`src/verilog/spim_pkg.sv`:
```
package spim_pkg;

	// ====================
	// register word offsets
	// ====================

	localparam logic [7:0] ctrl_addr    = 8'h00;
	localparam logic [7:0] cfg_addr     = 8'h04;
	localparam logic [7:0] txdata_addr  = 8'h08;
	localparam logic [7:0] rxdata_addr  = 8'h0C;
	localparam logic [7:0] status_addr  = 8'h10;
	localparam logic [7:0] int_en_addr  = 8'h14;
	localparam logic [7:0] int_sta_addr = 8'h18;

	// ctrl bit positions, bits 1 to 3 are pulses
	localparam int ctrl_enable_bit = 0;
	localparam int ctrl_update_bit = 1;
	localparam int ctrl_tx_clr_bit = 2;
	localparam int ctrl_rx_clr_bit = 3;

	// ====================
	// shared types
	// ====================

	// static engine config, clkdiv is the sclk half period (0 acts as 1)
	typedef struct packed {
		logic [7:0] clkdiv;
		logic [1:0] mode;
		logic       lsb_first;
	} spim_cfg_t;

	// one tx FIFO entry, last raises cs_n after this byte
	typedef struct packed {
		logic [7:0] data;
		logic       last;
	} tx_entry_t;

	// interrupt causes, same layout for INT_EN and INT_STA
	typedef struct packed {
		logic rx_ovf;
		logic byte_done;
	} int_sta_t;

	// mode 0, msb first, half period of one cycle
	localparam spim_cfg_t cfg_reset = '{clkdiv: 8'd1, mode: 2'd0, lsb_first: 1'b0};

endpackage

```
`src/verilog/spim_fifo.sv`:
```
module spim_fifo
#(
	parameter type payload_t = logic [7:0],
	parameter int fifo_depth = 16,
	localparam int cnt_w = $clog2(fifo_depth + 1),
	localparam int ptr_w = (fifo_depth > 1) ? $clog2(fifo_depth) : 1
)
(
	input  logic             reg_clk,
	input  logic             reg_rstn,
	input  logic             clear,
	input  logic             push,
	input  payload_t         push_data,
	input  logic             pop,
	output payload_t         head,
	output logic [cnt_w-1:0] count,
	output logic             full,
	output logic             empty
);

	payload_t         mem [fifo_depth];
	logic [ptr_w-1:0] wr_ptr;
	logic [ptr_w-1:0] rd_ptr;
	logic             do_push;
	logic             do_pop;

	assign full    = (count == cnt_w'(fifo_depth));
	assign empty   = (count == '0);
	assign do_push = push && !full;
	assign do_pop  = pop && !empty;

	// show-ahead
	assign head = mem[rd_ptr];

	always_ff @(posedge reg_clk)
	begin
		if (do_push && !clear)
			mem[wr_ptr] <= push_data;
	end

	// clear beats push and pop
	always_ff @(posedge reg_clk or negedge reg_rstn)
	begin
		if (!reg_rstn)
		begin
			wr_ptr <= '0;
			rd_ptr <= '0;
			count  <= '0;
		end
		else if (clear)
		begin
			wr_ptr <= '0;
			rd_ptr <= '0;
			count  <= '0;
		end
		else
		begin
			if (do_push)
				wr_ptr <= (wr_ptr == ptr_w'(fifo_depth - 1)) ? '0 : wr_ptr + 1'b1;
			if (do_pop)
				rd_ptr <= (rd_ptr == ptr_w'(fifo_depth - 1)) ? '0 : rd_ptr + 1'b1;
			if (do_push && !do_pop)
				count <= count + 1'b1;
			else if (do_pop && !do_push)
				count <= count - 1'b1;
		end
	end

	a_no_pop_empty: assert property (
		@(posedge reg_clk) disable iff (!reg_rstn)
		pop |-> !empty
	);

endmodule

```
`src/verilog/spim_shifter.sv`:
```
module spim_shifter
	import spim_pkg::*;
(
	input  logic       reg_clk,
	input  logic       reg_rstn,
	input  spim_cfg_t  cfg_active,
	input  logic       enable,

	// tx fifo handshake
	input  logic       tx_valid,
	input  tx_entry_t  tx_entry,
	output logic       tx_pop,

	// rx fifo
	output logic       rx_push,
	output logic [7:0] rx_byte,
	input  logic       rx_full,

	output logic       byte_done,
	output logic       rx_ovf,
	output logic       busy,

	// spi pins
	output logic       sclk,
	output logic       cs_n,
	output logic       mosi,
	input  logic       miso
);

	typedef enum logic [1:0] {st_idle, st_lead, st_shift, st_trail} state_t;

	state_t     state;
	logic [7:0] half;
	logic [7:0] div_cnt;
	logic [3:0] edge_cnt;
	logic [7:0] tx_sr;
	logic [7:0] rx_sr;
	logic       last_q;
	logic       cpol;
	logic       cpha;
	logic       lsb;
	logic       div_done;
	logic       start;
	logic       cont;
	logic       edge_now;
	logic       launch;
	logic       sample;

	function automatic logic bit_out(input logic [7:0] v, input logic lsb_first);
		return lsb_first ? v[0] : v[7];
	endfunction

	function automatic logic [7:0] shift_sr(input logic [7:0] v, input logic lsb_first);
		return lsb_first ? {1'b0, v[7:1]} : {v[6:0], 1'b0};
	endfunction

	assign cpol = cfg_active.mode[1];
	assign cpha = cfg_active.mode[0];
	assign lsb  = cfg_active.lsb_first;
	assign half = (cfg_active.clkdiv == 8'd0) ? 8'd1 : cfg_active.clkdiv;

	assign div_done = (div_cnt == half - 8'd1);
	assign start    = (state == st_idle) && enable && tx_valid;
	// back to back only when the previous byte was not last
	assign cont     = (state == st_trail) && div_done && !last_q && enable && tx_valid;
	assign tx_pop   = start || cont;
	assign busy     = (state != st_idle) || start;

	// edge_cnt counts edges already done, even means leading edge
	assign edge_now = ((state == st_lead) || (state == st_shift)) && div_done;
	assign launch   = cpha ? !edge_cnt[0] : (edge_cnt[0] && edge_cnt != 4'd15);
	assign sample   = cpha ? edge_cnt[0] : !edge_cnt[0];

	assign rx_byte = rx_sr;
	assign rx_ovf  = rx_push && rx_full;

	// ====================
	// control FSM
	// ====================

	always_ff @(posedge reg_clk or negedge reg_rstn)
	begin
		if (!reg_rstn)
		begin
			state     <= st_idle;
			div_cnt   <= '0;
			edge_cnt  <= '0;
			sclk      <= cfg_reset.mode[1];
			cs_n      <= 1'b1;
			mosi      <= 1'b0;
			last_q    <= 1'b0;
			byte_done <= 1'b0;
			rx_push   <= 1'b0;
		end
		else
		begin
			byte_done <= 1'b0;
			rx_push   <= 1'b0;

			if (tx_pop)
				last_q <= tx_entry.last;
			// cpha 0 puts the first bit out before the leading edge
			if (tx_pop && !cpha)
				mosi <= bit_out(tx_entry.data, lsb);
			else if (edge_now && launch)
				mosi <= bit_out(tx_sr, lsb);

			case (state)
				st_idle:
				begin
					sclk    <= cpol;
					div_cnt <= '0;
					if (start)
					begin
						cs_n     <= 1'b0;
						edge_cnt <= '0;
						state    <= st_lead;
					end
				end
				st_lead, st_shift:
				begin
					if (div_done)
					begin
						div_cnt  <= '0;
						sclk     <= ~sclk;
						edge_cnt <= edge_cnt + 4'd1;
						if (edge_cnt == 4'd15)
						begin
							state     <= st_trail;
							byte_done <= 1'b1;
							rx_push   <= 1'b1;
						end
						else
							state <= st_shift;
					end
					else
						div_cnt <= div_cnt + 8'd1;
				end
				st_trail:
				begin
					if (div_done)
					begin
						div_cnt <= '0;
						if (cont)
						begin
							edge_cnt <= '0;
							state    <= st_lead;
						end
						else
						begin
							cs_n  <= 1'b1;
							state <= st_idle;
						end
					end
					else
						div_cnt <= div_cnt + 8'd1;
				end
				default: state <= st_idle;
			endcase
		end
	end

	// data shift registers
	always_ff @(posedge reg_clk)
	begin
		if (tx_pop)
			tx_sr <= cpha ? tx_entry.data : shift_sr(tx_entry.data, lsb);
		else if (edge_now && launch)
			tx_sr <= shift_sr(tx_sr, lsb);

		if (edge_now && sample)
			rx_sr <= lsb ? {miso, rx_sr[7:1]} : {rx_sr[6:0], miso};
	end

	a_idle_cs_high: assert property (
		@(posedge reg_clk) disable iff (!reg_rstn)
		(state == st_idle) |-> cs_n
	);

endmodule

```
`src/verilog/spim_regs_wrap.sv`:
```
module spim_regs_wrap
	import spim_pkg::*;
(
	input  logic      reg_clk,
	input  logic      reg_rstn,

	// from register file
	input  spim_cfg_t cfg_shadow,
	input  logic      update_req,
	input  logic      tx_clr_req,
	input  logic      rx_clr_req,

	// engine state
	input  logic      busy,

	output spim_cfg_t cfg_active,
	output logic      tx_clear,
	output logic      rx_clear
);

	logic upd_pending;
	logic apply;

	// ====================
	// config update
	// ====================

	// copy waits for an idle engine so a byte never changes mode midway
	assign apply = upd_pending && !busy;

	always_ff @(posedge reg_clk or negedge reg_rstn)
	begin
		if (!reg_rstn)
		begin
			upd_pending <= 1'b0;
			cfg_active  <= cfg_reset;
		end
		else
		begin
			if (update_req)
				upd_pending <= 1'b1;
			else if (apply)
				upd_pending <= 1'b0;

			// latest shadow at the moment of the copy
			if (apply)
				cfg_active <= cfg_shadow;
		end
	end

	// one cycle clear pulses toward the fifos
	always_ff @(posedge reg_clk or negedge reg_rstn)
	begin
		if (!reg_rstn)
		begin
			tx_clear <= 1'b0;
			rx_clear <= 1'b0;
		end
		else
		begin
			tx_clear <= tx_clr_req;
			rx_clear <= rx_clr_req;
		end
	end

	a_cfg_stable_busy: assert property (
		@(posedge reg_clk) disable iff (!reg_rstn)
		busy |=> $stable(cfg_active)
	);

endmodule

```
`src/verilog/spim_apb_regs.sv`:
```
module spim_apb_regs
	import spim_pkg::*;
#(
	parameter int fifo_depth = 16,
	localparam int cnt_w = $clog2(fifo_depth + 1)
)
(
	input  logic              reg_clk,
	input  logic              reg_rstn,

	// apb slave, no wait states
	input  logic              psel,
	input  logic              penable,
	input  logic              pwrite,
	input  logic [31:0]       paddr,
	input  logic [31:0]       pwdata,
	output logic [31:0]       prdata,

	// config and control strobes
	output spim_cfg_t         cfg_shadow,
	output logic              enable,
	output logic              update_req,
	output logic              tx_clr_req,
	output logic              rx_clr_req,

	// fifo side
	output logic              tx_push,
	output tx_entry_t         tx_entry,
	input  logic [cnt_w-1:0]  tx_count,
	output logic              rx_pop,
	input  logic [7:0]        rx_head,
	input  logic [cnt_w-1:0]  rx_count,

	// engine status and interrupts
	input  logic              busy,
	input  logic              byte_done,
	input  logic              rx_ovf,
	output int_sta_t          int_en,
	output int_sta_t          int_sta
);

	logic     wr_en;
	logic     rd_en;
	logic     sel_ctrl;
	logic     sel_cfg;
	logic     sel_txdata;
	logic     sel_rxdata;
	logic     sel_status;
	logic     sel_int_en;
	logic     sel_int_sta;
	logic     rx_has_data;
	logic [1:0] sta_clr;
	int_sta_t sta_set;

	assign wr_en = psel && penable && pwrite;
	assign rd_en = psel && penable && !pwrite;

	assign sel_ctrl    = (paddr == {24'h0, ctrl_addr});
	assign sel_cfg     = (paddr == {24'h0, cfg_addr});
	assign sel_txdata  = (paddr == {24'h0, txdata_addr});
	assign sel_rxdata  = (paddr == {24'h0, rxdata_addr});
	assign sel_status  = (paddr == {24'h0, status_addr});
	assign sel_int_en  = (paddr == {24'h0, int_en_addr});
	assign sel_int_sta = (paddr == {24'h0, int_sta_addr});

	assign rx_has_data = (rx_count != '0);

	// ====================
	// strobes
	// ====================

	assign update_req = wr_en && sel_ctrl && pwdata[ctrl_update_bit];
	assign tx_clr_req = wr_en && sel_ctrl && pwdata[ctrl_tx_clr_bit];
	assign rx_clr_req = wr_en && sel_ctrl && pwdata[ctrl_rx_clr_bit];

	// full fifo drops the write on its own
	assign tx_push  = wr_en && sel_txdata;
	assign tx_entry = '{data: pwdata[7:0], last: pwdata[8]};

	assign rx_pop = rd_en && sel_rxdata && rx_has_data;

	// ====================
	// storage
	// ====================

	always_ff @(posedge reg_clk or negedge reg_rstn)
	begin
		if (!reg_rstn)
		begin
			cfg_shadow <= cfg_reset;
			enable     <= 1'b0;
			int_en     <= '0;
		end
		else if (wr_en)
		begin
			if (sel_cfg)
				cfg_shadow <= spim_cfg_t'(pwdata[$bits(spim_cfg_t)-1:0]);
			if (sel_ctrl)
				enable <= pwdata[ctrl_enable_bit];
			if (sel_int_en)
				int_en <= int_sta_t'(pwdata[1:0]);
		end
	end

	// write one to clear, a new event wins
	assign sta_set = '{rx_ovf: rx_ovf, byte_done: byte_done};
	assign sta_clr = (wr_en && sel_int_sta) ? pwdata[1:0] : 2'b00;

	always_ff @(posedge reg_clk or negedge reg_rstn)
	begin
		if (!reg_rstn)
			int_sta <= '0;
		else
			int_sta <= (int_sta & ~sta_clr) | sta_set;
	end

	// read mux, ctrl is write only
	always_comb
	begin
		prdata = '0;
		if (rd_en)
		begin
			if (sel_cfg)
				prdata[$bits(spim_cfg_t)-1:0] = cfg_shadow;
			else if (sel_rxdata && rx_has_data)
				prdata[7:0] = rx_head;
			else if (sel_status)
			begin
				prdata[cnt_w-1:0]   = tx_count;
				prdata[8 +: cnt_w]  = rx_count;
				prdata[16]          = busy;
			end
			else if (sel_int_en)
				prdata[1:0] = int_en;
			else if (sel_int_sta)
				prdata[1:0] = int_sta;
		end
	end

	a_access_has_psel: assert property (
		@(posedge reg_clk) disable iff (!reg_rstn)
		penable |-> psel
	);

endmodule

```
`src/verilog/spim_top.sv`:
```
module spim_top
	import spim_pkg::*;
#(
	parameter int fifo_depth = 16
)
(
	input  logic        reg_clk,
	input  logic        reg_rstn,

	input  logic        psel,
	input  logic        penable,
	input  logic        pwrite,
	input  logic [31:0] paddr,
	input  logic [31:0] pwdata,
	output logic [31:0] prdata,

	output logic        sclk,
	output logic        cs_n,
	output logic        mosi,
	input  logic        miso,
	output logic        irq
);

	localparam int cnt_w = $clog2(fifo_depth + 1);

	spim_cfg_t        cfg_shadow;
	spim_cfg_t        cfg_active;
	logic             enable;
	logic             update_req;
	logic             tx_clr_req;
	logic             rx_clr_req;
	logic             tx_clear;
	logic             rx_clear;
	logic             tx_push;
	tx_entry_t        tx_wr_entry;
	tx_entry_t        tx_head;
	logic [cnt_w-1:0] tx_count;
	logic             tx_empty;
	logic             tx_pop;
	logic             rx_push;
	logic [7:0]       rx_byte;
	logic [7:0]       rx_head;
	logic [cnt_w-1:0] rx_count;
	logic             rx_full;
	logic             rx_pop;
	logic             busy;
	logic             byte_done;
	logic             rx_ovf;
	int_sta_t         int_en;
	int_sta_t         int_sta;

	spim_apb_regs #(.fifo_depth(fifo_depth)) spim_apb_regs_inst (.*, .tx_entry(tx_wr_entry));

	spim_regs_wrap spim_regs_wrap_inst (.*);

	spim_fifo #(.payload_t(tx_entry_t), .fifo_depth(fifo_depth)) tx_fifo_inst (
		.reg_clk(reg_clk), .reg_rstn(reg_rstn), .clear(tx_clear),
		.push(tx_push), .push_data(tx_wr_entry), .pop(tx_pop),
		.head(tx_head), .count(tx_count), .full(), .empty(tx_empty)
	);

	spim_fifo #(.payload_t(logic [7:0]), .fifo_depth(fifo_depth)) rx_fifo_inst (
		.reg_clk(reg_clk), .reg_rstn(reg_rstn), .clear(rx_clear),
		.push(rx_push), .push_data(rx_byte), .pop(rx_pop),
		.head(rx_head), .count(rx_count), .full(rx_full), .empty()
	);

	spim_shifter spim_shifter_inst (.*, .tx_valid(!tx_empty), .tx_entry(tx_head));

	// status gated by enables
	assign irq = |(int_sta & int_en);

endmodule

```
`config.mk`:
```
export PLATFORM = sky130hd
export DESIGN_NAME = spim_top
export DESIGN_NICKNAME = d
export VERILOG_FILES = /design/src/verilog/spim_pkg.sv /design/src/verilog/spim_fifo.sv /design/src/verilog/spim_shifter.sv /design/src/verilog/spim_regs_wrap.sv /design/src/verilog/spim_apb_regs.sv /design/src/verilog/spim_top.sv
export SDC_FILE = /design/constraint.sdc
export NUM_CORES = 1
export LEC_CHECK = 0
export BUFFER_PORTS_ARGS = -buffer_cell sky130_fd_sc_hd__buf_2
export CAP_MARGIN = 5
export CORE_MARGIN = 1
export CORE_UTILIZATION = 54
export CTS_BUF_LIST = sky130_fd_sc_hd__clkbuf_16
export CTS_CLUSTER_SIZE = 20
export DETAILED_ROUTE_END_ITERATION = 10
export MAX_ROUTING_LAYER = met4
export PLACE_DENSITY = 0.73
export SLEW_MARGIN = 20
export SYNTH_ARGS = -nofsm -noshare
export SYNTH_HDL_FRONTEND = slang
export SYNTH_HIERARCHICAL = 1
export SYNTH_SLANG_ARGS = --single-unit
```
`constraint.sdc`:
```
create_clock -name reg_clk -period 10.6 [get_ports reg_clk]
set_input_delay 0.53 -clock reg_clk [delete_from_list [all_inputs] [get_ports reg_clk]]
set_output_delay 0.53 -clock reg_clk [all_outputs]
set_load 0.01 [all_outputs]
```
-- Word-level counts from Yosys, hierarchy flattened
Memory sizes are Yosys's and may differ from the RTL's.
Cells that the tools add are included.
- bits in registers: 91
- memory bits (writable): 272
- bits of input ports: 70
- output and inout bits: 36
- word-level logic and storage cells: 227
- memories kept: 2
- add/sub/neg operators: 11
- eq/ne operators: 23
- mux-type cells: 75
- bitwise gates (word level): 5
- reductions and logical operators: 81
- memories (name ; words ; bits a word ; rd ports ; clocked after Yosys merged registers in ; wr ports ; RTL line ; text):
    tx_fifo_inst.mem ; 16 ; 9 ; 1 ; 0 ; 1 ; spim_fifo.sv:21 ; payload_t mem [fifo_depth];
    rx_fifo_inst.mem ; 16 ; 8 ; 1 ; 0 ; 1 ; spim_fifo.sv:21 ;
- operators by type and width (operator ; count):
    $eq A32 B5 Y1 const B ; 3
    $eq A32 B4 Y1 const B ; 2
    $mux W4 ; 16
    $mux W8 ; 8
    $mux W5 ; 9
    $logic_and A1 B1 Y1 ; 35
    $eq A32 B3 Y1 const B ; 1
    $logic_not A32 Y1 ; 1
    $mux W1 ; 25
    $add A4 B1 Y4 const B ; 5
    $eq A4 B4 Y1 const B ; 5
    $reduce_bool A2 Y1 ; 10
    $mux W2 ; 8
    $pmux W8 S2 ; 1
    $logic_not A1 Y1 ; 15
    $mux W13 ; 1
    $pmux W4 S3 ; 1
    $mux W11 ; 1
    $add A5 B1 Y5 const B ; 2
    $eq A5 B5 Y1 const B ; 2
    $logic_not A5 Y1 ; 2
    $sub A5 B1 Y5 const B ; 2
    $add A8 B1 Y8 const B ; 1
    $eq A8 B8 Y1 ; 1
    23 further kinds ; 38

-- Depth between registers and ports, before layout
Gate-level depths: netlist (run 1).
- depth after elaboration: 14
- depth in mapped cells: 19
- gate-level depth less buffers: 17

-- Modules after synthesis
The synthesis (run 1) kept the hierarchy.
- by module, submodules not included (module ; instances ; cells an instance ; area each (um2) ; seq. area each (um2)):
    spim_fifo (tx_fifo_inst) ; 1 ; 323 ; 6551.3 ; 4649.5
    spim_fifo (rx_fifo_inst) ; 1 ; 302 ; 5928.2 ; 4169.0
    spim_shifter ; 1 ; 224 ; 2311.0 ; 957.2
    spim_apb_regs ; 1 ; 159 ; 1461.4 ; 401.6
    spim_regs_wrap ; 1 ; 28 ; 555.5 ; 351.6
    spim_top ; 1 ; 2 ; 12.5 ; 0.0

-- Worst setup path after synthesis (run 1)
OpenSTA, ideal clock, no wires.
- path kind: reg-to-reg
- from: reg, netlist name spim_regs_wrap_inst/cfg_active[6]
- to: reg tx_fifo_inst.count[4]
- library setup time: 0.082 ns
- arrival: 4.077 ns
- required time: 10.518 ns
- path slack: 6.441 ns
- cell stages (with the launch flop): 20
- buffers on the path: 2
- clock period less this slack: 4.159 ns
- cell sequence: dfrtp_1 > nor4_4 > a21oi_1 > ha_1 > nor2b_1 > and3b_2 > xnor2_1 > nor4b_4 > nand4_1 > and2_1 > buf_6 > inv_1 > clkbuf_1 > o41ai_1 > nand2_1 > ha_1 > a21oi_1 > a211oi_1 > a311o_1 > a31oi_1
- cells in the longest elaborated chain, start to end: 14
- elaborated cells between the ends (all ways): 16
- classes of those cells: 1 x add/sub; 1 x eq/ne; 3 x mux; 11 x reduce/logical
- RTL lines (item ; RTL line ; text):
    $logic_not A8 Y1 ; spim_shifter.sv:60 ; assign half = (cfg_active.clkdiv == 8'd0) ? 8'd1 : cfg_active.clkdiv;
    $mux W8 (*) ; spim_shifter.sv:60 ;
    $sub A8 B1 Y8 (*) ; spim_shifter.sv:62 ; assign div_done = (div_cnt == half - 8'd1);
    $eq A8 B8 Y1 (*) ; spim_shifter.sv:62 ;
    $logic_and A1 B1 Y1 (*) (4 in a row) ; spim_shifter.sv:65 ; assign cont = (state == st_trail) && div_done && !last_q && enable && tx_valid;
    $logic_or A1 B1 Y1 (*) ; spim_shifter.sv:66 ; assign tx_pop = start || cont;
    via tx_pop ; spim_top.sv:39 ; logic tx_pop;
    $logic_and A1 B1 Y1 (*) ; spim_fifo.sv:30 ; assign do_pop = pop && !empty;
    $logic_not A1 Y1 ; spim_fifo.sv:62 ; if (do_push && !do_pop)
    $logic_and A1 B1 Y1 ; spim_fifo.sv:62 ;
    $mux W5 ; spim_fifo.sv:62 ;
    $mux W5 ; spim_fifo.sv:50 ; else if (clear)
    to (signal assigned) ; spim_fifo.sv:63 ; count <= count + 1'b1;
    to (signal assigned) ; spim_fifo.sv:65 ; count <= count - 1'b1;
    to (decl) ; spim_fifo.sv:16 ; output logic [cnt_w-1:0] count,
The timed path passes the listed nets; every way through them passes the cells marked *.
A chain may end at the register's enable or synchronous reset.

-- Worst setup path in the final report (run 1)
- from: reg, netlist name spim_regs_wrap_inst/cfg_active[6]
- to: reg tx_fifo_inst.count[4]
- cells in the longest elaborated chain, start to end: 14
- elaborated cells between the ends (all ways): 16
- classes of those cells: 1 x add/sub; 1 x eq/ne; 3 x mux; 11 x reduce/logical
- RTL lines (item ; RTL line):
    $logic_not A8 Y1 ; spim_shifter.sv:60
    $mux W8 (*) ; spim_shifter.sv:60
    $sub A8 B1 Y8 (*) ; spim_shifter.sv:62
    $eq A8 B8 Y1 (*) ; spim_shifter.sv:62
    $logic_and A1 B1 Y1 (*) (4 in a row) ; spim_shifter.sv:65
    $logic_or A1 B1 Y1 (*) ; spim_shifter.sv:66
    via tx_pop ; spim_top.sv:39
    $logic_and A1 B1 Y1 (*) ; spim_fifo.sv:30
    $logic_not A1 Y1 ; spim_fifo.sv:62
    $logic_and A1 B1 Y1 ; spim_fifo.sv:62
    $mux W5 ; spim_fifo.sv:62
    $mux W5 ; spim_fifo.sv:50
Marked as above.

==> impl_metrics.csv, run 1 <==
group,metric,value,unit
die,die_x,178.5,um
finish,layout-drive-gt1-share,21.82,%
finish,stdcell_area,18510,um2
route,drtPass1Iterations,6,
timing,period_share,49.17,%
worst_setup_path,rr_endpoint,"tx_fifo_inst/count[4]$_DFFE_PN0P_",
die,dieArea,31850,um2
route,vias,9409,
worst_setup_path,rr_worst_depth,17,
place,place_inst,1449,
finish,syn2layout_area_growth,10.04,%
clocking,cts.sinks,363,
die,fp-row-count,64,
worst_setup_path,crit_type,"reg -> reg",
route,wire_per_inst,22.99,um
hold_path,min_from,"pwdata[9]",
worst_setup_path,critPathCaptureType,"flop",
outcome,outcome,"finished clean",
clocking,clk_latency,0.53,ns
route,viasPerCell,6.190,
timing,finalSetupTns,0,ns
pwr,p_per_area,152.7,nW/um2
timing,min_period,5.212,ns
clocking,cts_root_buffer,"clkbuf_16",
timing,hold_viol_final,0,
synthesis,syn_avg_cell_area,16.22,um2
finish,fin_util,60.50,%
worst_setup_path,regToRegStartpoint,"spim_regs_wrap_inst/cfg_active[6]$_DFFE_PN0P_",
die,start_util,54.97,%
clocking,cts_resized,0,
grt,grt_pass1_vias,9125,
clocking,numCtsBuffers,37,
worst_setup_path,cp_max_fo,11,
hold_path,hold_path_end,"spim_apb_regs_inst/cfg_shadow[9]$_DFFE_PN0P_",
finish,stdcell_count,1520,
place,dpl.hpwl,22.37,mm
timing,worstMarginPinSlew,1.066,ns
place,gp_congestion,0.9062,
clocking,htreeDepth,2,
route,routed_wl,34.95,mm
finish,final_cell_mix,"edfxtp_1 (288), nor2_1 (75), dfrtp_1 (69)",
pwr,ir_worst_vdd,0.00009602,V
synthesis,synthesis.area,16820,um2
worst_setup_path,cp-startpoint,"spim_regs_wrap_inst/cfg_active[6]$_DFFE_PN0P_",
synthesis,syn_inst,1037,
route,drcViolationCount,0,
timing,rsz0062_at_grt,"no",
clocking,ctsLongestPathBuffers,3,
worst_setup_path,arrival,5.65,ns
clocking,holdBufCountCts,0,
grt,grt_usage,23.05,%
finish,nNetsFinal,1190,
clocking,post_cts_buffers,0,
grt,grt_max_degree,76,
hold_path,min_path_type,"in -> reg",
timing,final_max_slew_viol_count,0,
timing,final-setup-viol-count,0,
timing,fmax,0.1919,GHz
worst_setup_path,cp.required,11.04,ns
place,dpl-instance-area,17270,um2
grt,grt.overflow.total,0,
hold_path,whs_path_depth,2,
grt,antenna_found_initial,0,
die,dieHeight,178.5,um
clocking,clkTransAtPathRegs,0.06,ns
timing,max_slew_margin,28.70,%
timing,timing.hold.ws,0.2483,ns
die,io_pins,106,
finish,layout_commonest_cell,"edfxtp_1",
worst_setup_path,startpoint_type,"flop",
route,drtIter0Drc,927,
route,ant_nets,0,
synthesis,yosys_warnings,6,
die,coreArea,30590,um2
place,placement.io_buffers,66,
worst_setup_path,worst-r2r-setup-slack,5.39,ns
clocking,cts_tree,"yes",
timing,skew,0.01955,ns
flow_run,drv_cap,0,
grt,grt_pass1_wl,52.74,mm
pwr,p_leak,6.488,nW
## routing by layer
layer  wire, um  part of all wire, %  GRT usage (%)
met1      14270                   41          29.56
met4        887                  2.5          7.521
met3       2654                  7.6          4.561
met5          0                    0              -
met2      17140                   49          37.05
## cell type report
class                   count  area, um2
clock buffers              37      925.9
flip-flops and latches    363      10530
repair buffers             80      460.4
inverters                  26      97.59
fillers                  2195      12080
well taps                 396      495.5
multi-input cells         586       5717
diodes                      1      2.502
clock inverters            31      274.0
## report_power, final
part	internal, mW	switching (mW)	total, mW
sequential	1.53	0.000000346	1.53
combinational	0.0110	0.0272	0.0382
clock	0.719	0.539	1.26
## critical path: stages (launching register included)
cell and delay, ns:
dfrtp_1 0.48, nor4_4 0.44, a21oi_1 0.17, ha_1 0.24, nor2b_1 0.16, and3b_2 0.22
xnor2_1 0.15, nor4b_4 0.31, nand4_1 0.52, and2_1 0.50, inv_1 0.33, o41ai_1 0.18
nand2_1 0.21, ha_1 0.33, a21oi_1 0.25, a211oi_1 0.13, a311o_1 0.34, a31oi_1 0.16
## sequential cells by signal, summed over array words and instances (netlist names), 5 cells and up
register / flops
rx_fifo_inst/count: 5
spim_shifter_inst/div_cnt: 8
spim_regs_wrap_inst/cfg_active: 11
tx_fifo_inst/mem: 144
spim_shifter_inst/rx_byte: 8
spim_shifter_inst/tx_sr: 8
spim_apb_regs_inst/cfg_shadow: 11
rx_fifo_inst/mem: 128
tx_fifo_inst/count: 5
## worst max path at each step
stage | slack (ns) | cells past startpoint | endpoint
floorplan | 6.44 | 19 | tx_fifo_inst/count[4]$_DFFE_PN0P_
global placement | 5.59 | 17 | tx_fifo_inst/count[4]$_DFFE_PN0P_
detailed placement | 5.54 | 17 | tx_fifo_inst/count[4]$_DFFE_PN0P_
CTS | 5.46 | 17 | tx_fifo_inst/count[4]$_DFFE_PN0P_
global route | 5.00 | 17 | tx_fifo_inst/count[4]$_DFFE_PN0P_
finish | 5.39 | 17 | tx_fifo_inst/count[4]$_DFFE_PN0P_
## metrics by stage
step / total power, mW / worst slack (ns)
3_3_place_gp: 1.594 / 5.587
2_1_floorplan: 1.580 / 6.441
3_5_place_dp: 1.596 / 5.538
5_1_grt: 2.908 / 5.003
6_report: 2.826 / 5.388
4_1_cts: 2.848 / 5.456
Power figures use the tool's default switching activity.
==> inputs of run 2 (changes only) <==
==> constraint.sdc (replaced) <==
create_clock -name reg_clk -period 5.08 [get_ports reg_clk]
set_input_delay 0.254 -clock reg_clk [delete_from_list [all_inputs] [get_ports reg_clk]]
set_output_delay 0.254 -clock reg_clk [all_outputs]
set_load 0.01 [all_outputs]
==> run 2 against run 1 <==
  * Flip-flop and latch count unchanged
  * Die area unchanged
  * Design area up 0.14%
  * Count of clock-buffer cells in the layout up 2
  * Core utilization up 0.082 points
  * Fmax up 16%
  * Highest routed layer unchanged
  * Total power up 110%
==> impl_metrics.csv, run 2 (synthesis results as in run 1) <==
group,metric,value,unit
timing,skew,0.008443,ns
finish,largest_register_ffs,144,
pwr,p_comb_share,1.3,%
timing,hold_viol_final,0,
timing,finalSetupTns,0,ns
worst_setup_path,critPathSlowestCell,"fa_1",
pwr,p_per_area,319.2,nW/um2
route,drcViolationCount,0,
grt,grt_usage,22.84,%
grt,grt_pass1_vias,9079,
pwr,power,5.914,mW
timing,final-setup-viol-count,0,
die,fp-row-count,64,
clocking,cts_resized,0,
timing,final_max_slew_viol_count,0,
route,drtIter0Drc,809,
die,die_x,178.5,um
timing,timing.hold.ws,0.06374,ns
timing,rsz0062_at_grt,"no",
pwr,clock_power_share,44.7,%
grt,grt_pass1_wl,52.76,mm
clocking,cts.sinks,363,
clocking,ctsLongestPathBuffers,3,
place,gp_congestion,0.9036,
worst_setup_path,crit_type,"reg -> reg",
finish,largest_register,"tx_fifo_inst/mem",
clocking,cts_root_buffer,"clkbuf_16",
route,drtPass1Iterations,5,
place,placement.io_buffers,66,
grt,grt_max_degree,70,
pwr,switching_share,20.12,%
timing,period_share,88.69,%
grt,grt.overflow.total,0,
route,viasPerCell,6.156,
route,routed_wl,34.80,mm
die,coreArea,30590,um2
clocking,clk_latency,0.52,ns
route,wire_per_inst,22.84,um
route,vias,9382,
worst_setup_path,startpoint_type,"flop",
worst_setup_path,cp.required,5.52,ns
hold_path,whs_path_depth,2,
finish,stdcell_area,18530,um2
pwr,p_sw,1.190,mW
clocking,cts_tree,"yes",
worst_setup_path,max_stage_delay,0.49,ns
finish,final_cell_mix,"edfxtp_1 (288), nor2_1 (75), dfrtp_1 (70)",
flow_run,drv_cap,0,
grt,antenna_found_initial,1,
worst_setup_path,cp_max_fo,10,
pwr,p_int,4.724,mW
clocking,htreeDepth,2,
clocking,clkTransAtPathRegs,0.06,ns
pwr,ir_worst_vdd,0.0002054,V
clocking,numCtsBuffers,37,
die,dieArea,31850,um2
pwr,seqPwrFrac,53.9,%
place,dpl.hpwl,22.40,mm
die,start_util,54.97,%
timing,worstMarginPinSlew,1.036,ns
die,io_pins,106,
place,dpl-instance-area,17290,um2
worst_setup_path,cp_cell_sequence,"nor4_4 > a21oi_1 > ha_1 > nor2b_1 > and3b_2 > xnor2_1 > nor4b_4 > nand4_1 > and2_1 > inv_1 > o41ai_1 > nand2_1 > fa_1 > a21o_1 > a2111oi_0 > o21ai_0 > a31oi_1",
finish,fin_util,60.58,%
route,ant_nets,0,
finish,layout_commonest_cell,"edfxtp_1",
outcome,outcome,"finished clean",
worst_setup_path,rr_worst_depth,17,
finish,nNetsFinal,1195,
timing,max_slew_margin,30.38,%
timing,min_period,4.505,ns
die,dieHeight,178.5,um
hold_path,min_path_type,"in -> reg",
finish,layout-drive-gt1-share,22.09,%
finish,top_regs,"tx_fifo_inst/mem x144, rx_fifo_inst/mem x128",
worst_setup_path,critPathCaptureType,"flop",
pwr,p_leak,6.480,nW
timing,fmax,0.2220,GHz
finish,syn2layout_area_growth,10.19,%
worst_setup_path,arrival,4.95,ns
[run 2: layout make-up]
class	count	area (um2)
clock inverters	28	225.2
fillers	2204	12060
repair buffers	85	483.0
flip-flops and latches	363	10530
multi-input cells	586	5717
diodes	1	2.502
inverters	26	97.59
well taps	396	495.5
clock buffers	39	975.9
[run 2: path summary, 6_finish.rpt]
kind	start	end	slack [ns]
max	spim_regs_wrap_inst/cfg_active[6]$_DFFE_PN0P_	tx_fifo_inst/count[4]$_DFFE_PN0P_	0.57
min	miso	spim_shifter_inst/rx_byte[7]$_DFFE_PP_	0.06
max reg2reg	spim_regs_wrap_inst/cfg_active[6]$_DFFE_PN0P_	tx_fifo_inst/count[4]$_DFFE_PN0P_	0.57
min reg2reg	spim_regs_wrap_inst/upd_pending$_DFFE_PN0P_	spim_regs_wrap_inst/upd_pending$_DFFE_PN0P_	0.49
max in group asynchronous	reg_rstn	rx_fifo_inst/rd_ptr[0]$_DFFE_PN0P_	3.85
min in group asynchronous	reg_rstn	rx_fifo_inst/rd_ptr[1]$_DFFE_PN0P_	0.09
[run 2: stage by stage]
step	setup WS, ns	instances
finish	0.5747	1524
detailed placement	0.6263	1453
global route	0.2825	1524
CTS	0.5780	1523
global placement	0.7063	1453
floorplan	0.9207	1054
[run 2: critical path, delay by kind of cell (launching register included)]
family | cells | cell delay [ns]
compound gates | 6 | 1.13
xor+xnor | 1 | 0.26
fa+ha+maj | 2 | 0.73
buf+inv | 1 | 0.14
flops | 1 | 0.47
simple gates | 7 | 1.70
[run 2: power groups by stage]
stage	Sequential, mW	Clock [mW]	Combinational (mW)
global placement	3.25	0	0.0749
global route	3.19	2.80	0.0887
detailed placement	3.25	0	0.0777
finish	3.19	2.64	0.0794
CTS	3.19	2.70	0.0799
floorplan	3.25	0	0.0440
[run 2: layer usage]
layer	GRT usage (%)	part of all wire, %	vias to the layer above
li1	-	-	4209
met1	30.88	43	4783
met2	36.63	49	345
met3	3.303	6.2	45
met4	5.826	1.9	0
met5	-	0	-
[run 2: what timing repair did]
item / CTS / global route
setup buffers: 0 / 0
endpoints found under the hold margin: 8 / 0
hold buffers: 3 / 0
==> inputs of run 3 (changes only) <==
--- a/config.mk
+++ b/config.mk
@@ -8,12 +8,12 @@
 export BUFFER_PORTS_ARGS = -buffer_cell sky130_fd_sc_hd__buf_2
 export CAP_MARGIN = 5
 export CORE_MARGIN = 1
-export CORE_UTILIZATION = 54
+export CORE_UTILIZATION = 55
 export CTS_BUF_LIST = sky130_fd_sc_hd__clkbuf_16
 export CTS_CLUSTER_SIZE = 20
 export DETAILED_ROUTE_END_ITERATION = 10
 export MAX_ROUTING_LAYER = met4
-export PLACE_DENSITY = 0.73
+export PLACE_DENSITY = 0.74
 export SLEW_MARGIN = 20
 export SYNTH_ARGS = -nofsm -noshare
 export SYNTH_HDL_FRONTEND = slang
==> run 3 against run 2 <==
  * Die area fell by 1.8%
  * Combinational power fell by 2%
  * Global-route usage barely moved
==> impl_metrics.csv, run 3 (synthesis results as in run 1) <==
group,metric,value,unit
place,gp_congestion,0.8507,
timing,period_share,88.63,%
finish,num-fill-cells,2105,
finish,top_regs,"tx_fifo_inst/mem x144, rx_fifo_inst/mem x128",
timing,finalSetupTns,0,ns
timing,hold_viol_final,0,
place,placement.io_buffers,66,
route,vias,9331,
worst_setup_path,cp.required,5.52,ns
finish,layout_commonest_cell,"edfxtp_1",
finish,largest_register,"tx_fifo_inst/mem",
pwr,p_per_area,308.1,nW/um2
outcome,outcome,"finished clean",
clocking,post_cts_buffers,0,
worst_setup_path,critPathCaptureType,"flop",
route,drcViolationCount,0,
timing,final_max_slew_viol_count,0,
clocking,cts_resized,0,
timing,fmax,0.2221,GHz
die,die_x,176.9,um
worst_setup_path,cp_max_fo,10,
flow_run,drv_cap,0,
timing,skew,0.01843,ns
clocking,ctsLongestPathBuffers,3,
pwr,p_leak,6.425,nW
place,dp_slack,0.6580,ns
die,start_util,56.29,%
finish,final_cell_mix,"edfxtp_1 (288), nor2_1 (75), dfrtp_1 (69)",
route,drtIter0Drc,765,
worst_setup_path,startpoint_type,"flop",
place,dpl.hpwl,22.43,mm
grt,grt_pass1_wl,52.30,mm
worst_setup_path,arrival,4.94,ns
route,wire_per_inst,22.50,um
grt,antenna_found_initial,1,
finish,largest_register_ffs,144,
timing,min_period,4.502,ns
clocking,clkTransAtPathRegs,0.06,ns
clocking,htreeDepth,2,
die,io_pins,106,
grt,grt.overflow.total,0,
finish,syn2layout_area_growth,9.234,%
grt,grt_pass1_vias,9185,
clocking,cts_root_buffer,"clkbuf_16",
grt,grt_max_degree,76,
route,drtPass1Iterations,5,
clocking,holdBufCountCts,3,
worst_setup_path,crit_type,"reg -> reg",
route,ant_nets,0,
timing,max_slew_margin,27.54,%
route,routed_wl,33.99,mm
hold_path,min_path_type,"in -> reg",
clocking,numCtsBuffers,37,
clocking,cts.sinks,363,
die,coreArea,29870,um2
pwr,ir_worst_vdd,0.0002760,V
die,fp-row-count,63,
clocking,clk_latency,0.53,ns
grt,grt_usage,22.88,%
die,dieArea,31280,um2
finish,nNetsFinal,1193,
finish,layout-drive-gt1-share,21.25,%
worst_setup_path,worst-r2r-setup-slack,0.58,ns
die,dieHeight,176.9,um
timing,final-setup-viol-count,0,
route,viasPerCell,6.175,
timing,worstMarginPinSlew,1.083,ns
timing,fin_ws,0.5776,ns
timing,rsz0062_at_grt,"no",
clocking,cts_tree,"yes",
-- run 3: cell count changes in the layout (fill, tap and decap cells not counted), sizes merged --
cell / before / now
clkinv: 16 / 11
inv: 33 / 37
bufinv: 2 / 0
buf: 82 / 80
clkbuf: 39 / 37
-- run 3: critical path, cell delays in order (launching register included) --
cell and delay, ns:
dfrtp_1 0.47, nor4_4 0.45, a21oi_1 0.17, ha_1 0.24, nor2b_1 0.16, and3b_2 0.23
xnor2_1 0.15, nor4b_4 0.35, nand4_1 0.20, and2_1 0.32, inv_1 0.12, o41ai_1 0.10
nand2_1 0.21, ha_1 0.32, a21oi_1 0.29, a211oi_1 0.14, a311o_1 0.33, a31oi_1 0.16
-- run 3: path summary, 6_finish.rpt --
kind,to,start,depth (start not counted)
setup / recovery,tx_fifo_inst/count[4]$_DFFE_PN0P_,spim_regs_wrap_inst/cfg_active[6]$_DFFE_PN0P_,17
hold reg to reg,spim_regs_wrap_inst/upd_pending$_DFFE_PN0P_,spim_regs_wrap_inst/upd_pending$_DFFE_PN0P_,1
setup reg to reg,tx_fifo_inst/count[4]$_DFFE_PN0P_,spim_regs_wrap_inst/cfg_active[6]$_DFFE_PN0P_,17
max in group asynchronous,tx_fifo_inst/rd_ptr[0]$_DFFE_PN0P_,reg_rstn,2
hold / removal,spim_shifter_inst/rx_byte[7]$_DFFE_PP_,miso,2
min in group asynchronous,rx_fifo_inst/count[4]$_DFFE_PN0P_,reg_rstn,2
-- run 3: report_power, final --
group / leakage [nW] / internal [mW] / switching (mW)
Combinational: 2.32 / 0.0217 / 0.0558
Clock: 0.547 / 1.32 / 1.07
Sequential: 3.56 / 3.19 / 0.000000713
Total: 6.42 / 4.54 / 1.12
-- run 3: final cells by class --
class | count | area, um2 | share of cell area (%)
Sequential cell | 363 | 10530 | 57.34
Multi-Input combinational cell | 586 | 5717 | 31.12
Clock buffer | 37 | 925.9 | 5.041
Tap cell | 390 | 488.0 | 2.656
Timing Repair Buffer | 83 | 467.9 | 2.548
Clock inverter | 25 | 137.6 | 0.7493
Inverter | 26 | 97.59 | 0.5313
Antenna cell | 1 | 2.502 | 0.01362
-- run 3: metal layers --
| metal | GRT usage (%) | wire [um] |
|---|---|---|
| met4 | 6.681 | 805 |
| met1 | 30.70 | 14320 |
| met5 | - | 0 |
| met3 | 3.823 | 2401 |
| met2 | 36.21 | 16460 |
-- run 3: metrics by stage --
step,hold slack (ns),total power [mW],cells,util (%),cell area (um2)
2_1_floorplan,-0.04159,3.296,1054,-,16880
3_3_place_gp,0.4530,3.326,1445,57.82,17270
3_5_place_dp,0.4563,3.328,1445,57.82,17270
4_1_cts,0.04351,5.708,1510,61.48,18370
5_1_grt,0.06169,5.823,1511,61.49,18370
6_report,0.06409,5.659,1511,61.49,18370
